$ cat src/clip_samples.hex
// one 16-bit sample per line, word address 0 first, all words nonzero and distinct
// clip 02 at 0..9, clip 04 at 10..15, clip 06 at 16..23, clip 07 at 24..31
2100 // clip 02
3F40
5A80
6E20
7A10
7FF0
7A12
6E24
5A86
3F48
C104 // clip 04
A214
8324
A234
C144
E054
1106 // clip 06
2216
3326
4436
3346
2256
1166
0876
F107 // clip 07
E217
D327
C437
B547
C657
D767
E877

$ cat src/logic/sound_pkg.sv
// sound code, sample and clip memory types
// clip table with base address and last index per clip
package sound_pkg;

  typedef logic [7:0]  sound_code_t;
  typedef logic [15:0] sample_t;
  typedef logic [4:0]  clip_addr_t;   // word address into clip memory

  localparam int clip_words = 32;

  // clips sit end to end in the memory
  localparam clip_addr_t clip_02_base = 5'd0;
  localparam clip_addr_t clip_02_last = 5'd9;
  localparam clip_addr_t clip_04_base = 5'd10;
  localparam clip_addr_t clip_04_last = 5'd5;
  localparam clip_addr_t clip_06_base = 5'd16;
  localparam clip_addr_t clip_06_last = 5'd7;
  localparam clip_addr_t clip_07_base = 5'd24;
  localparam clip_addr_t clip_07_last = 5'd7;

  // requested sound codes
  localparam sound_code_t code_02 = 8'h02;
  localparam sound_code_t code_04 = 8'h04;
  localparam sound_code_t code_05 = 8'h05;  // alias of 04
  localparam sound_code_t code_06 = 8'h06;
  localparam sound_code_t code_07 = 8'h07;
  localparam sound_code_t code_0a = 8'h0A;  // alias of 07

endpackage

$ cat src/logic/ac97_link_pkg.sv
// AC-link frame geometry and slot word types
// codec setup FSM states and AC'97 register indices
package ac97_link_pkg;

  typedef logic [7:0]  bit_idx_t;  // bit position within a frame
  typedef logic [19:0] slot_t;     // one slot word, MSB first on the wire
  typedef logic [6:0]  reg_idx_t;  // codec register index

  // frame layout
  localparam int frame_bits = 256;
  localparam int tag_bits   = 16;
  localparam int slot_bits  = 20;
  localparam int fill_bits  = frame_bits - tag_bits - 4 * slot_bits; // slots 5..12

  // sync covers bit 255 and the tag up to here
  localparam bit_idx_t sync_last_idx = 8'd14;

  // codec setup sequence
  typedef enum logic [2:0] {
    init_reset,
    init_master,
    init_pcm,
    poll_power,
    poll_vid0,
    poll_vid1
  } codec_state_t;

  localparam reg_idx_t reg_reset      = 7'h00;
  localparam reg_idx_t reg_master_vol = 7'h02;
  localparam reg_idx_t reg_pcm_vol    = 7'h18;
  localparam reg_idx_t reg_power      = 7'h26;  // powerdown ctrl/status
  localparam reg_idx_t reg_vid0       = 7'h7C;
  localparam reg_idx_t reg_vid1       = 7'h7E;

  localparam logic [15:0] pcm_gain_0db = 16'h0808;  // unmuted, both channels 0 dB

endpackage
$ cat src/logic/sound_mux_top.sv
// sound player top level
// AC-link side: bit counter, codec setup, serializer
// sound side: selector, player, clip memory
`timescale 1ns/100ps

module sound_mux_top import sound_pkg::*, ac97_link_pkg::*; (
  input  logic        ac97_bitclk,
  input  logic        rst_b,
  input  sound_code_t sound_sel,
  output logic        ac97_sdata_out,
  output logic        ac97_sync,
  output logic        ac97_reset_b
);

  bit_idx_t   bit_idx;
  logic       frame_load;     // last bit of every frame
  slot_t      cmd_addr_slot;
  slot_t      cmd_data_slot;
  slot_t      audio_slot;
  logic       sound_change;
  logic       clip_finished;
  logic       clip_silent;
  clip_addr_t clip_base;
  clip_addr_t clip_last;
  clip_addr_t rom_addr;
  sample_t    rom_data;

  frame_counter u_frame_counter (
    .ac97_bitclk  (ac97_bitclk),
    .rst_b        (rst_b),
    .bit_idx      (bit_idx),
    .frame_load   (frame_load),
    .ac97_sync    (ac97_sync),
    .ac97_reset_b (ac97_reset_b)
  );

  codec_init_fsm u_codec_init_fsm (
    .ac97_bitclk   (ac97_bitclk),
    .rst_b         (rst_b),
    .frame_load    (frame_load),
    .cmd_addr_slot (cmd_addr_slot),
    .cmd_data_slot (cmd_data_slot)
  );

  frame_serializer u_frame_serializer (
    .bit_idx        (bit_idx),
    .cmd_addr_slot  (cmd_addr_slot),
    .cmd_data_slot  (cmd_data_slot),
    .audio_slot     (audio_slot),
    .ac97_sdata_out (ac97_sdata_out)
  );

  clip_selector u_clip_selector (
    .ac97_bitclk   (ac97_bitclk),
    .rst_b         (rst_b),
    .sound_sel     (sound_sel),
    .clip_finished (clip_finished),
    .sound_change  (sound_change),
    .clip_base     (clip_base),
    .clip_last     (clip_last),
    .clip_silent   (clip_silent)
  );

  sample_player u_sample_player (
    .ac97_bitclk   (ac97_bitclk),
    .rst_b         (rst_b),
    .frame_load    (frame_load),
    .sound_change  (sound_change),
    .clip_base     (clip_base),
    .clip_last     (clip_last),
    .clip_silent   (clip_silent),
    .rom_data      (rom_data),
    .rom_addr      (rom_addr),
    .clip_finished (clip_finished),
    .audio_slot    (audio_slot)
  );

  clip_rom u_clip_rom (
    .ac97_bitclk (ac97_bitclk),
    .rom_addr    (rom_addr),
    .rom_data    (rom_data)
  );

endmodule

$ cat src/logic/clip_rom.sv
// clip sample memory, registered read
// contents from clip_samples.hex
`timescale 1ns/100ps

module clip_rom import sound_pkg::*; (
  input  logic       ac97_bitclk,
  input  clip_addr_t rom_addr,
  output sample_t    rom_data
);

  sample_t mem [clip_words];

  initial begin
    $readmemh("/design/src/clip_samples.hex", mem);
  end

  // one clock read latency
  always_ff @(posedge ac97_bitclk) begin
    rom_data <= mem[rom_addr];
  end

endmodule

$ cat src/logic/sample_player.sv
// clip sample player
// index walk, memory address issue, hold and current sample registers
// clip end flag and audio slot word
`timescale 1ns/100ps

module sample_player import sound_pkg::*, ac97_link_pkg::*; (
  input  logic       ac97_bitclk,
  input  logic       rst_b,
  input  logic       frame_load,
  input  logic       sound_change,
  input  clip_addr_t clip_base,
  input  clip_addr_t clip_last,
  input  logic       clip_silent,
  input  sample_t    rom_data,
  output clip_addr_t rom_addr,
  output logic       clip_finished,
  output slot_t      audio_slot
);

  clip_addr_t idx;          // position within the clip
  clip_addr_t idx_now;      // index after a pending restart
  logic       addr_silent;  // address was issued during silence
  sample_t    held_sample;  // memory word waiting for next frame
  sample_t    cur_sample;   // word on the link this frame

  // switch restarts at clip start, even on a frame_load cycle
  assign idx_now = sound_change ? '0 : idx;

  always_ff @(posedge ac97_bitclk or negedge rst_b) begin
    if (!rst_b) begin
      idx           <= '0;
      rom_addr      <= '0;
      addr_silent   <= 1'b1;
      clip_finished <= 1'b0;
      cur_sample    <= '0;
    end else if (frame_load) begin
      rom_addr    <= clip_base + idx_now;
      addr_silent <= clip_silent;
      cur_sample  <= clip_silent ? '0 : held_sample;
      if (clip_silent || idx_now == clip_last) begin
        idx           <= '0;  // wrap, flag end for one frame
        clip_finished <= 1'b1;
      end else begin
        idx           <= idx_now + clip_addr_t'(1);
        clip_finished <= 1'b0;
      end
    end else if (sound_change) begin
      idx <= '0;
    end
  end

  // memory answers one clock after the address, keep it until frame_load
  always_ff @(posedge ac97_bitclk) begin
    if (!frame_load) begin
      held_sample <= addr_silent ? '0 : rom_data;
    end
  end

  assign audio_slot = {cur_sample, 4'h0};  // 16 bits left-justified in 20

endmodule

$ cat src/logic/clip_selector.sv
// sound code latch and switch decision
// alias table from sound code to clip base and last index
`timescale 1ns/100ps

module clip_selector import sound_pkg::*; (
  input  logic        ac97_bitclk,
  input  logic        rst_b,
  input  sound_code_t sound_sel,
  input  logic        clip_finished,
  output logic        sound_change,
  output clip_addr_t  clip_base,
  output clip_addr_t  clip_last,
  output logic        clip_silent
);

  sound_code_t sel_latched;  // sampled request
  sound_code_t cur_code;     // code now playing
  logic        force_change;
  logic        change_now;

  always_ff @(posedge ac97_bitclk or negedge rst_b) begin
    if (!rst_b) begin
      sel_latched <= '0;
    end else begin
      sel_latched <= sound_sel;
    end
  end

  // these codes cut in without waiting for clip end
  always_comb begin
    force_change = 1'b0;
    if (sel_latched != cur_code) begin
      case (sel_latched)
        code_02, code_06, code_07: force_change = 1'b1;
        default:                   force_change = 1'b0;
      endcase
    end
  end

  assign change_now = force_change || clip_finished;

  always_ff @(posedge ac97_bitclk or negedge rst_b) begin
    if (!rst_b) begin
      cur_code     <= '0;
      sound_change <= 1'b0;
    end else begin
      sound_change <= change_now && (sel_latched != cur_code);  // only on a real swap
      if (change_now) begin
        cur_code <= sel_latched;
      end
    end
  end

  // alias table
  always_comb begin
    clip_base   = '0;
    clip_last   = '0;
    clip_silent = 1'b0;
    case (cur_code)
      code_02: begin
        clip_base = clip_02_base;
        clip_last = clip_02_last;
      end
      code_04, code_05: begin
        clip_base = clip_04_base;
        clip_last = clip_04_last;
      end
      code_06: begin
        clip_base = clip_06_base;
        clip_last = clip_06_last;
      end
      code_07, code_0a: begin
        clip_base = clip_07_base;
        clip_last = clip_07_last;
      end
      default: clip_silent = 1'b1;  // no clip for this code
    endcase
  end

endmodule

$ cat src/logic/frame_serializer.sv
// AC-link output frame layout
// tag, command slots, audio slots, zero fill and bit select
`timescale 1ns/100ps

module frame_serializer import ac97_link_pkg::*; (
  input  bit_idx_t bit_idx,
  input  slot_t    cmd_addr_slot,
  input  slot_t    cmd_data_slot,
  input  slot_t    audio_slot,
  output logic     ac97_sdata_out
);

  logic [tag_bits-1:0]   tag;
  logic [0:frame_bits-1] frame_vec;  // index 0 goes out first

  // frame valid, slots 1..4 valid, rest of tag zero
  assign tag = {1'b1, 4'b1111, {(tag_bits - 5){1'b0}}};

  assign frame_vec = {
    tag,
    cmd_addr_slot,      // slot 1
    cmd_data_slot,      // slot 2
    audio_slot,         // slot 3 left
    audio_slot,         // slot 4 right, same sample
    {fill_bits{1'b0}}   // slots 5..12 unused
  };

  // straight decode from bit index
  assign ac97_sdata_out = frame_vec[bit_idx];

endmodule

$ cat src/logic/codec_init_fsm.sv
// codec setup FSM
// three register writes, then a loop of status reads
// command address and data words for slots 1 and 2
`timescale 1ns/100ps

module codec_init_fsm import ac97_link_pkg::*; (
  input  logic  ac97_bitclk,
  input  logic  rst_b,
  input  logic  frame_load,
  output slot_t cmd_addr_slot,
  output slot_t cmd_data_slot
);

  codec_state_t state, next_state;
  logic         cmd_read;   // 1 = read, 0 = write
  reg_idx_t     cmd_reg;
  logic [15:0]  cmd_data;

  always_ff @(posedge ac97_bitclk or negedge rst_b) begin
    if (!rst_b) begin
      state <= init_reset;
    end else if (frame_load) begin  // one command per frame
      state <= next_state;
    end
  end

  always_comb begin
    next_state = state;
    cmd_read   = 1'b1;
    cmd_reg    = reg_power;
    cmd_data   = 16'h0000;  // reads carry no data
    case (state)
      init_reset: begin
        cmd_read   = 1'b0;
        cmd_reg    = reg_reset;  // any write resets the codec
        next_state = init_master;
      end
      init_master: begin
        cmd_read   = 1'b0;
        cmd_reg    = reg_master_vol;  // 0 = unmuted, full level
        next_state = init_pcm;
      end
      init_pcm: begin
        cmd_read   = 1'b0;
        cmd_reg    = reg_pcm_vol;
        cmd_data   = pcm_gain_0db;
        next_state = poll_power;
      end
      poll_power: begin
        cmd_reg    = reg_power;
        next_state = poll_vid0;
      end
      poll_vid0: begin
        cmd_reg    = reg_vid0;
        next_state = poll_vid1;
      end
      poll_vid1: begin
        cmd_reg    = reg_vid1;
        next_state = poll_power;  // keep polling
      end
      default: next_state = init_reset;
    endcase
  end

  // slot 1: r/w, index, 12 reserved; slot 2: data left-justified
  assign cmd_addr_slot = {cmd_read, cmd_reg, 12'h000};
  assign cmd_data_slot = {cmd_data, 4'h0};

endmodule

$ cat src/logic/frame_counter.sv
// free-running AC-link bit counter
// sync and frame-load decode, codec reset release
`timescale 1ns/100ps

module frame_counter import ac97_link_pkg::*; (
  input  logic     ac97_bitclk,
  input  logic     rst_b,
  output bit_idx_t bit_idx,
  output logic     frame_load,
  output logic     ac97_sync,
  output logic     ac97_reset_b
);

  // 8 bits wrap exactly at the frame length
  always_ff @(posedge ac97_bitclk or negedge rst_b) begin
    if (!rst_b) begin
      bit_idx <= '0;
    end else begin
      bit_idx <= bit_idx + bit_idx_t'(1);
    end
  end

  assign frame_load = (bit_idx == bit_idx_t'(frame_bits - 1));  // last bit of frame

  // rises during bit 255, falls after the last tag-1 bit
  assign ac97_sync = frame_load || (bit_idx <= sync_last_idx);

  // codec leaves reset one clock after ours
  always_ff @(posedge ac97_bitclk or negedge rst_b) begin
    if (!rst_b) begin
      ac97_reset_b <= 1'b0;
    end else begin
      ac97_reset_b <= 1'b1;
    end
  end

endmodule

$ cat config.mk
export PLATFORM = sky130hd
export DESIGN_NAME = sound_mux_top
export DESIGN_NICKNAME = d
export VERILOG_FILES = /design/src/logic/sound_pkg.sv /design/src/logic/ac97_link_pkg.sv /design/src/logic/sound_mux_top.sv /design/src/logic/clip_rom.sv /design/src/logic/sample_player.sv /design/src/logic/clip_selector.sv /design/src/logic/frame_serializer.sv /design/src/logic/codec_init_fsm.sv /design/src/logic/frame_counter.sv
export SDC_FILE = /design/constraint.sdc
export NUM_CORES = 1
export LEC_CHECK = 0
export BUFFER_PORTS_ARGS = -buffer_cell sky130_fd_sc_hd__buf_2
export CAP_MARGIN = 15
export CORE_AREA = 5 5 52 54
export CTS_CLUSTER_SIZE = 24
export DETAILED_ROUTE_END_ITERATION = 10
export DIE_AREA = 0 0 57 59
export SLEW_MARGIN = 30
export SYNTH_ARGS = -nofsm -noshare
export SYNTH_HDL_FRONTEND = slang
export SYNTH_SLANG_ARGS = --single-unit
$ cat constraint.sdc
create_clock -name ac97_bitclk -period 2.25 [get_ports ac97_bitclk]
set_input_delay 0.3375 -clock ac97_bitclk [delete_from_list [all_inputs] [get_ports ac97_bitclk]]
set_output_delay 0.3375 -clock ac97_bitclk [all_outputs]
set_load 0.01 [all_outputs]
; Yosys cells after proc, flatten, opt, wreduce, memory -nomap -nowiden
; Index checks and enable logic that the tools add are counted.
[word_totals]
inputBits = 10
output_inout_bits = 3
ff_bits = 84
[op_classes]
add_sub_neg = 2
n_bitwise = 1
muxes = 16
eq_ne = 17
reduce_logical = 11
n_lt_le_gt_ge = 2
[ops]
columns = op, count
row1 = $eq 8x3->1 const B, 6
row2 = $pmux 7 s5, 1
row3 = $eq 8x2->1 const B, 2
row4 = $mux 16, 1
row5 = $mux 5, 3
row6 = $pmux 3 s5, 1
row7 = $mux 12, 1
row8 = $pmux 4 s3, 1
row9 = $ge 9x9->1 const B, 1
row10 = $not 8->9, 1
row11 = $reduce_or 3->1, 3
row12 = $add 8x1->8 const B, 1
row13 = $bmux 1 s8, 1
row14 = $eq 8x4->1 const B, 1
row15 = $eq 8x8->1 const B, 1
row16 = $le 8x4->1 const B, 1
row17 = $ne 8x8->1, 1
row18 = $mux 1, 7
row19 = $eq 3x2->1 const B, 2
row20 = $eq 3x3->1 const B, 2
row21 = $reduce_or 6->1, 1
row22 = $add 5x1->5 const B, 1
row23 = $eq 5x4->1, 1
row24 = $reduce_or 2->1, 2
row25 = other kinds (4), 6

; Longest topological paths before layout
[depth]
word_depth = 7
mapped_depth = 7
depth_no_buf = 6

; Cells and area by module
; A second synthesis with hierarchy kept.
[unflattened]
cells_unflattened = 406
area_unflattened_um2 = 4459.3
[modules_own_cells]
columns = mod, n_inst, area_each_um2, cells_each
row1 = sample_player, 1, 2044.5, 163
row2 = clip_selector, 1, 837.1, 81
row3 = frame_serializer, 1, 619.3, 58
row4 = codec_init_fsm, 1, 447.9, 56
row5 = frame_counter, 1, 386.6, 31
row6 = clip_rom, 1, 123.9, 17

; Least setup slack after synthesis
; No wires, ideal clock.
[synth_timing]
path_kind = flip-flop to output port
from = register u_frame_counter.bit_idx[1]
to = output ac97_sdata_out
slack_ps = 406
path_stages_with_launch = 6
t_arrival_ps = 1506
path_cell_list = dfrtp_1 > buf_6 > or4b_4 > a2111oi_4 > o21ai_1 > a21oi_1
[synth_via]
elab_chain_len = 4
[synth_rtl]
columns = item, line
row1 = "start, declared", frame_counter.sv:8  ; output bit_idx_t bit_idx,
row2 = "start signal, assigned", frame_counter.sv:19  ; bit_idx <= bit_idx + bit_idx_t'(1);
row3 = $not 8->9 (not written as such), frame_serializer.sv:29  ; assign ac97_sdata_out = frame_vec[bit_idx];
row4 = $bmux 1 s8, frame_serializer.sv:29
row5 = $mux 1 (not written as such) (2 in series), frame_serializer.sv:29
row6 = "end, declared", sound_mux_top.sv:10  ; output logic ac97_sdata_out,
; No other way between the ends. The select of a mux whose other input is x is not followed.

; Worst setup path after layout
; Same ends and word-level chain as after synthesis.

==> results summary <==
The count of boundary I/O pins came out at 13. The max-cap violation count is 0. The die outline height is ~60 um. The congestion estimate from routability-driven global placement came to 0.808.

The floorplan die area came out at 0.00336 mm^2. The critical path required time came out at roughly 1.9 ns. In the routed layout, each cell is associated on average with a via count of between 5 and 6. After global routing the overflow that remains totals 0. The summed negative setup slack over all endpoints came out at 0 ns.

The path category of the worst min-delay check is in -> async. The post-synthesis instance total came out at 76. For this run, the total global-route usage over all layers was measured as 0.0913. The initial core utilization came out at 0.337. The largest net degree at the start of global routing is 13. Before antenna repair, the detailed router went through 4 iterations. By startpoint and endpoint, the worst setup path is classified as reg -> out. During placement, the flow inserted port buffers numbering 4. The max-slew violation total from the final report is 0. Setup violations remaining at the end of the flow were counted as 0. The via count of the first global-routing pass is ~550. The number of distinct standard cells referenced by the synthesized netlist is 32. The data arrival time at the worst-slack endpoint came out at around 1.8 ns. The fraction of the yosys area taken by sequential cells is 0.411. The areal power density over the cells is ~430 mW/mm^2. The maximum number of buffers from clock root to sink is 2. The clock net sink count is 12. The placed instance area is around 770 um^2. The count of synthesis-stage warnings from yosys is 0. After detailed routing, the average wire length per cell comes to ~12 um.

The horizontal extent of the die is approximately 57 um. The number of hold violations in the final report is 0. The TritonCTS clock tree is yes. Relative to the synthesized area, the layout overhead comes to 10.3%. The final period demand of the worst path is 2.15 ns. The root buffer selected by CTS is sky130_fd_sc_hd__clkbuf_4. The first global-routing pass estimated 2370 um of wire. Across the VDD grid, the largest voltage drop is around 0.23 mV.

The remaining design rule violation count came out at 0. The total vias in the final route is 549. The part of the cycle the worst path needs is 0.956. The run finished with clean final reports. Overall power consumption after layout is estimated at 0.000346 W. Between clock sinks in the finished design, the worst skew comes to 0.00401 ns. The register bit total from synthesis came out at 12. The number of nets in the synthesized netlist came out at 89.

The total number of placement rows is 17. The total core area is 0.00217 mm^2. The final wirelength is 1320 um. The initial detailed-routing violation count came out at 7.

The final antenna-violating net count is 0. Setup repair after global routing left no endpoint under its margin. The diode insertion count for antenna repair is 0. The count of H-tree levels built during CTS is 1.

For this run, the top clock speed supported by timing is approximately 470 MHz. The worst setup path is captured at an output pin. The later pin in the worst-skew pair is clocked with a latency of roughly 0.26 ns. The initial antenna violation count is 0. The final net count came out at between 90 and 100. The final instance area is just over 800 um^2. The clock transition at the register clock pins on the worst setup and hold paths after CTS came out at approximately 0.070 ns. The fraction of final layout cells with drive strength greater than 1 is 0.185.

The maximum fanout encountered on the critical timing path is 8. The total CTS buffers came out at 3. The worst setup path is launched from a flip-flop. The filler cells instantiated in the layout total roughly 240. In this run the cell area of the synthesized design comes to between 700 and 800 um^2.

After synthesis, the mean cell area works out to 9.61 um^2. In this run the static leakage power is around 0.33 nW. The final HPWL from detailed placement came out at 1040 um.
-- metal layers --
| metal | share of wire | GRT usage | up-vias | wire length, um |
|---|---|---|---|---|
| li1 | - | - | 275 | - |
| met1 | 0.47 | 0.112 | 266 | 620 |
| met2 | 0.49 | 0.152 | 6 | 645 |
| met3 | 0.031 | 0.0305 | 2 | 41 |
| met4 | 0.012 | 0.0298 | 0 | 16 |
| met5 | 0 | 0 | - | 0 |
-- state kept, by name, indices dropped and copies added, names as in the netlist --
register	cells
u_codec_init_fsm.state	3
u_frame_counter.ac97_reset_b	1
u_frame_counter.bit_idx	8
-- cells by family after synthesis --
kind of cell	synth area share
fa+ha+maj	0.0514
compound gates	0.159
xor+xnor	0.0719
simple gates	0.240
flops	0.411
other cells	0.00513
buf+inv	0.0616
-- layout by cell type, fill, tap and decap left out, types with 2 or more instances in the layout --
| master | synthesis | layout |
|---|---|---|
| sky130_fd_sc_hd__o21ai_0 | 6 | 6 |
| sky130_fd_sc_hd__o21ai_1 | 2 | 2 |
| sky130_fd_sc_hd__buf_2 | 3 | 4 |
| sky130_fd_sc_hd__dfrtp_2 | 0 | 2 |
| sky130_fd_sc_hd__dfrtp_1 | 12 | 10 |
| sky130_fd_sc_hd__nand2_1 | 4 | 4 |
| sky130_fd_sc_hd__nand3_1 | 3 | 3 |
| sky130_fd_sc_hd__xnor2_1 | 5 | 5 |
| sky130_fd_sc_hd__inv_1 | 4 | 4 |
| sky130_fd_sc_hd__a21oi_1 | 3 | 3 |
| sky130_fd_sc_hd__nand3b_1 | 2 | 2 |
| sky130_fd_sc_hd__nor2_1 | 5 | 5 |
| sky130_fd_sc_hd__clkbuf_4 | 0 | 3 |
| sky130_fd_sc_hd__nor3b_1 | 2 | 2 |
| sky130_fd_sc_hd__nand4_1 | 2 | 2 |
| sky130_fd_sc_hd__nand2b_1 | 3 | 3 |
| sky130_fd_sc_hd__buf_4 | 0 | 2 |
| sky130_fd_sc_hd__ha_1 | 3 | 3 |
-- worst paths after layout --
check | startpoint | endpoint | slack (ns) | cells after the start
max | u_frame_counter.bit_idx[1] | ac97_sdata_out | 0.1 | 5
min | rst_b | u_frame_counter.bit_idx[1] | 0.48 | 2
max reg2reg | u_frame_counter.bit_idx[2] | u_codec_init_fsm.state[1] | 0.66 | 5
min reg2reg | u_frame_counter.bit_idx[7] | u_frame_counter.bit_idx[7] | 0.50 | 1
max in group asynchronous | rst_b | u_frame_counter.bit_idx[0] | 1.54 | 2
min in group ac97_bitclk | u_frame_counter.bit_idx[7] | u_frame_counter.bit_idx[7] | 0.50 | 1
-- critical path, stage by stage, from the launching register on --
cell and delay [ns]:
sky130_fd_sc_hd__dfrtp_2 0.46, sky130_fd_sc_hd__or4b_4 0.54, sky130_fd_sc_hd__a2111oi_4 0.19, sky130_fd_sc_hd__o21ai_1 0.10
sky130_fd_sc_hd__a21oi_1 0.12, sky130_fd_sc_hd__buf_2 0.15
-- timing repair --
item,CTS,global route
hold buffers,1,0
buffers inserted,0,0
gates resized for setup,0,2
hold endpoints to repair,12,0
endpoints found under the setup margin,0,1
-- cell type report --
class / instances / area (um^2) / area share
tap: 28 / 35.0 / 0.0435
clock buffer: 3 / 22.5 / 0.0280
timing repair buffer: 7 / 45.0 / 0.0559
inverter: 4 / 15.0 / 0.0186
multi-input combinational: 55 / 385 / 0.478
sequential: 12 / 303 / 0.376
-- synth_stat cells --
library cell / count / area, um^2
sky130_fd_sc_hd__a2111oi_4: 1 / 27.5
sky130_fd_sc_hd__a21boi_0: 1 / 7.51
sky130_fd_sc_hd__a21oi_1: 3 / 15.0
sky130_fd_sc_hd__a32oi_1: 1 / 8.76
sky130_fd_sc_hd__and2_1: 1 / 6.26
sky130_fd_sc_hd__and2_2: 1 / 7.51
sky130_fd_sc_hd__and4_1: 1 / 8.76
sky130_fd_sc_hd__buf_2: 3 / 15.0
sky130_fd_sc_hd__buf_6: 1 / 11.3
sky130_fd_sc_hd__clkbuf_1: 1 / 3.75
sky130_fd_sc_hd__conb_1: 1 / 3.75
sky130_fd_sc_hd__dfrtp_1: 12 / 300
sky130_fd_sc_hd__ha_1: 3 / 37.5
sky130_fd_sc_hd__inv_1: 4 / 15.0
sky130_fd_sc_hd__nand2_1: 4 / 15.0
sky130_fd_sc_hd__nand2b_1: 3 / 18.8
sky130_fd_sc_hd__nand3_1: 3 / 15.0
sky130_fd_sc_hd__nand3b_1: 2 / 15.0
sky130_fd_sc_hd__nand4_1: 2 / 12.5
sky130_fd_sc_hd__nand4b_1: 1 / 8.76
sky130_fd_sc_hd__nor2_1: 5 / 18.8
sky130_fd_sc_hd__nor3_1: 1 / 5.00
sky130_fd_sc_hd__nor3b_1: 2 / 15.0
sky130_fd_sc_hd__o2111ai_1: 1 / 8.76
sky130_fd_sc_hd__o21ai_0: 6 / 30.0
sky130_fd_sc_hd__o21ai_1: 2 / 10.0
sky130_fd_sc_hd__o311ai_0: 1 / 8.76
sky130_fd_sc_hd__or2_0: 1 / 6.26
sky130_fd_sc_hd__or3b_2: 1 / 8.76
sky130_fd_sc_hd__or4b_4: 1 / 13.8
sky130_fd_sc_hd__xnor2_1: 5 / 43.8
sky130_fd_sc_hd__xor2_1: 1 / 8.76
-- stage by stage --
step	setup slack, ns	hold WS, ns	util	std cells
2_1_floorplan	0.406	0.0419	-	76
3_3_place_gp	0.344	0.232	0.355	105
3_5_place_dp	0.344	0.231	0.355	105
4_1_cts	0.0422	0.485	0.370	109
5_1_grt	0.0259	0.515	0.371	109
6_report	0.0997	0.478	0.371	109
-- where the power goes --
part           internal (W)  leakage, nW    total, W  switching [W]
Clock             0.0000616       0.0138    0.000122      0.0000603
Combinational    0.00000238        0.169  0.00000752     0.00000514
Sequential         0.000216        0.149    0.000217    0.000000204
Power figures use the tool's default switching activity.
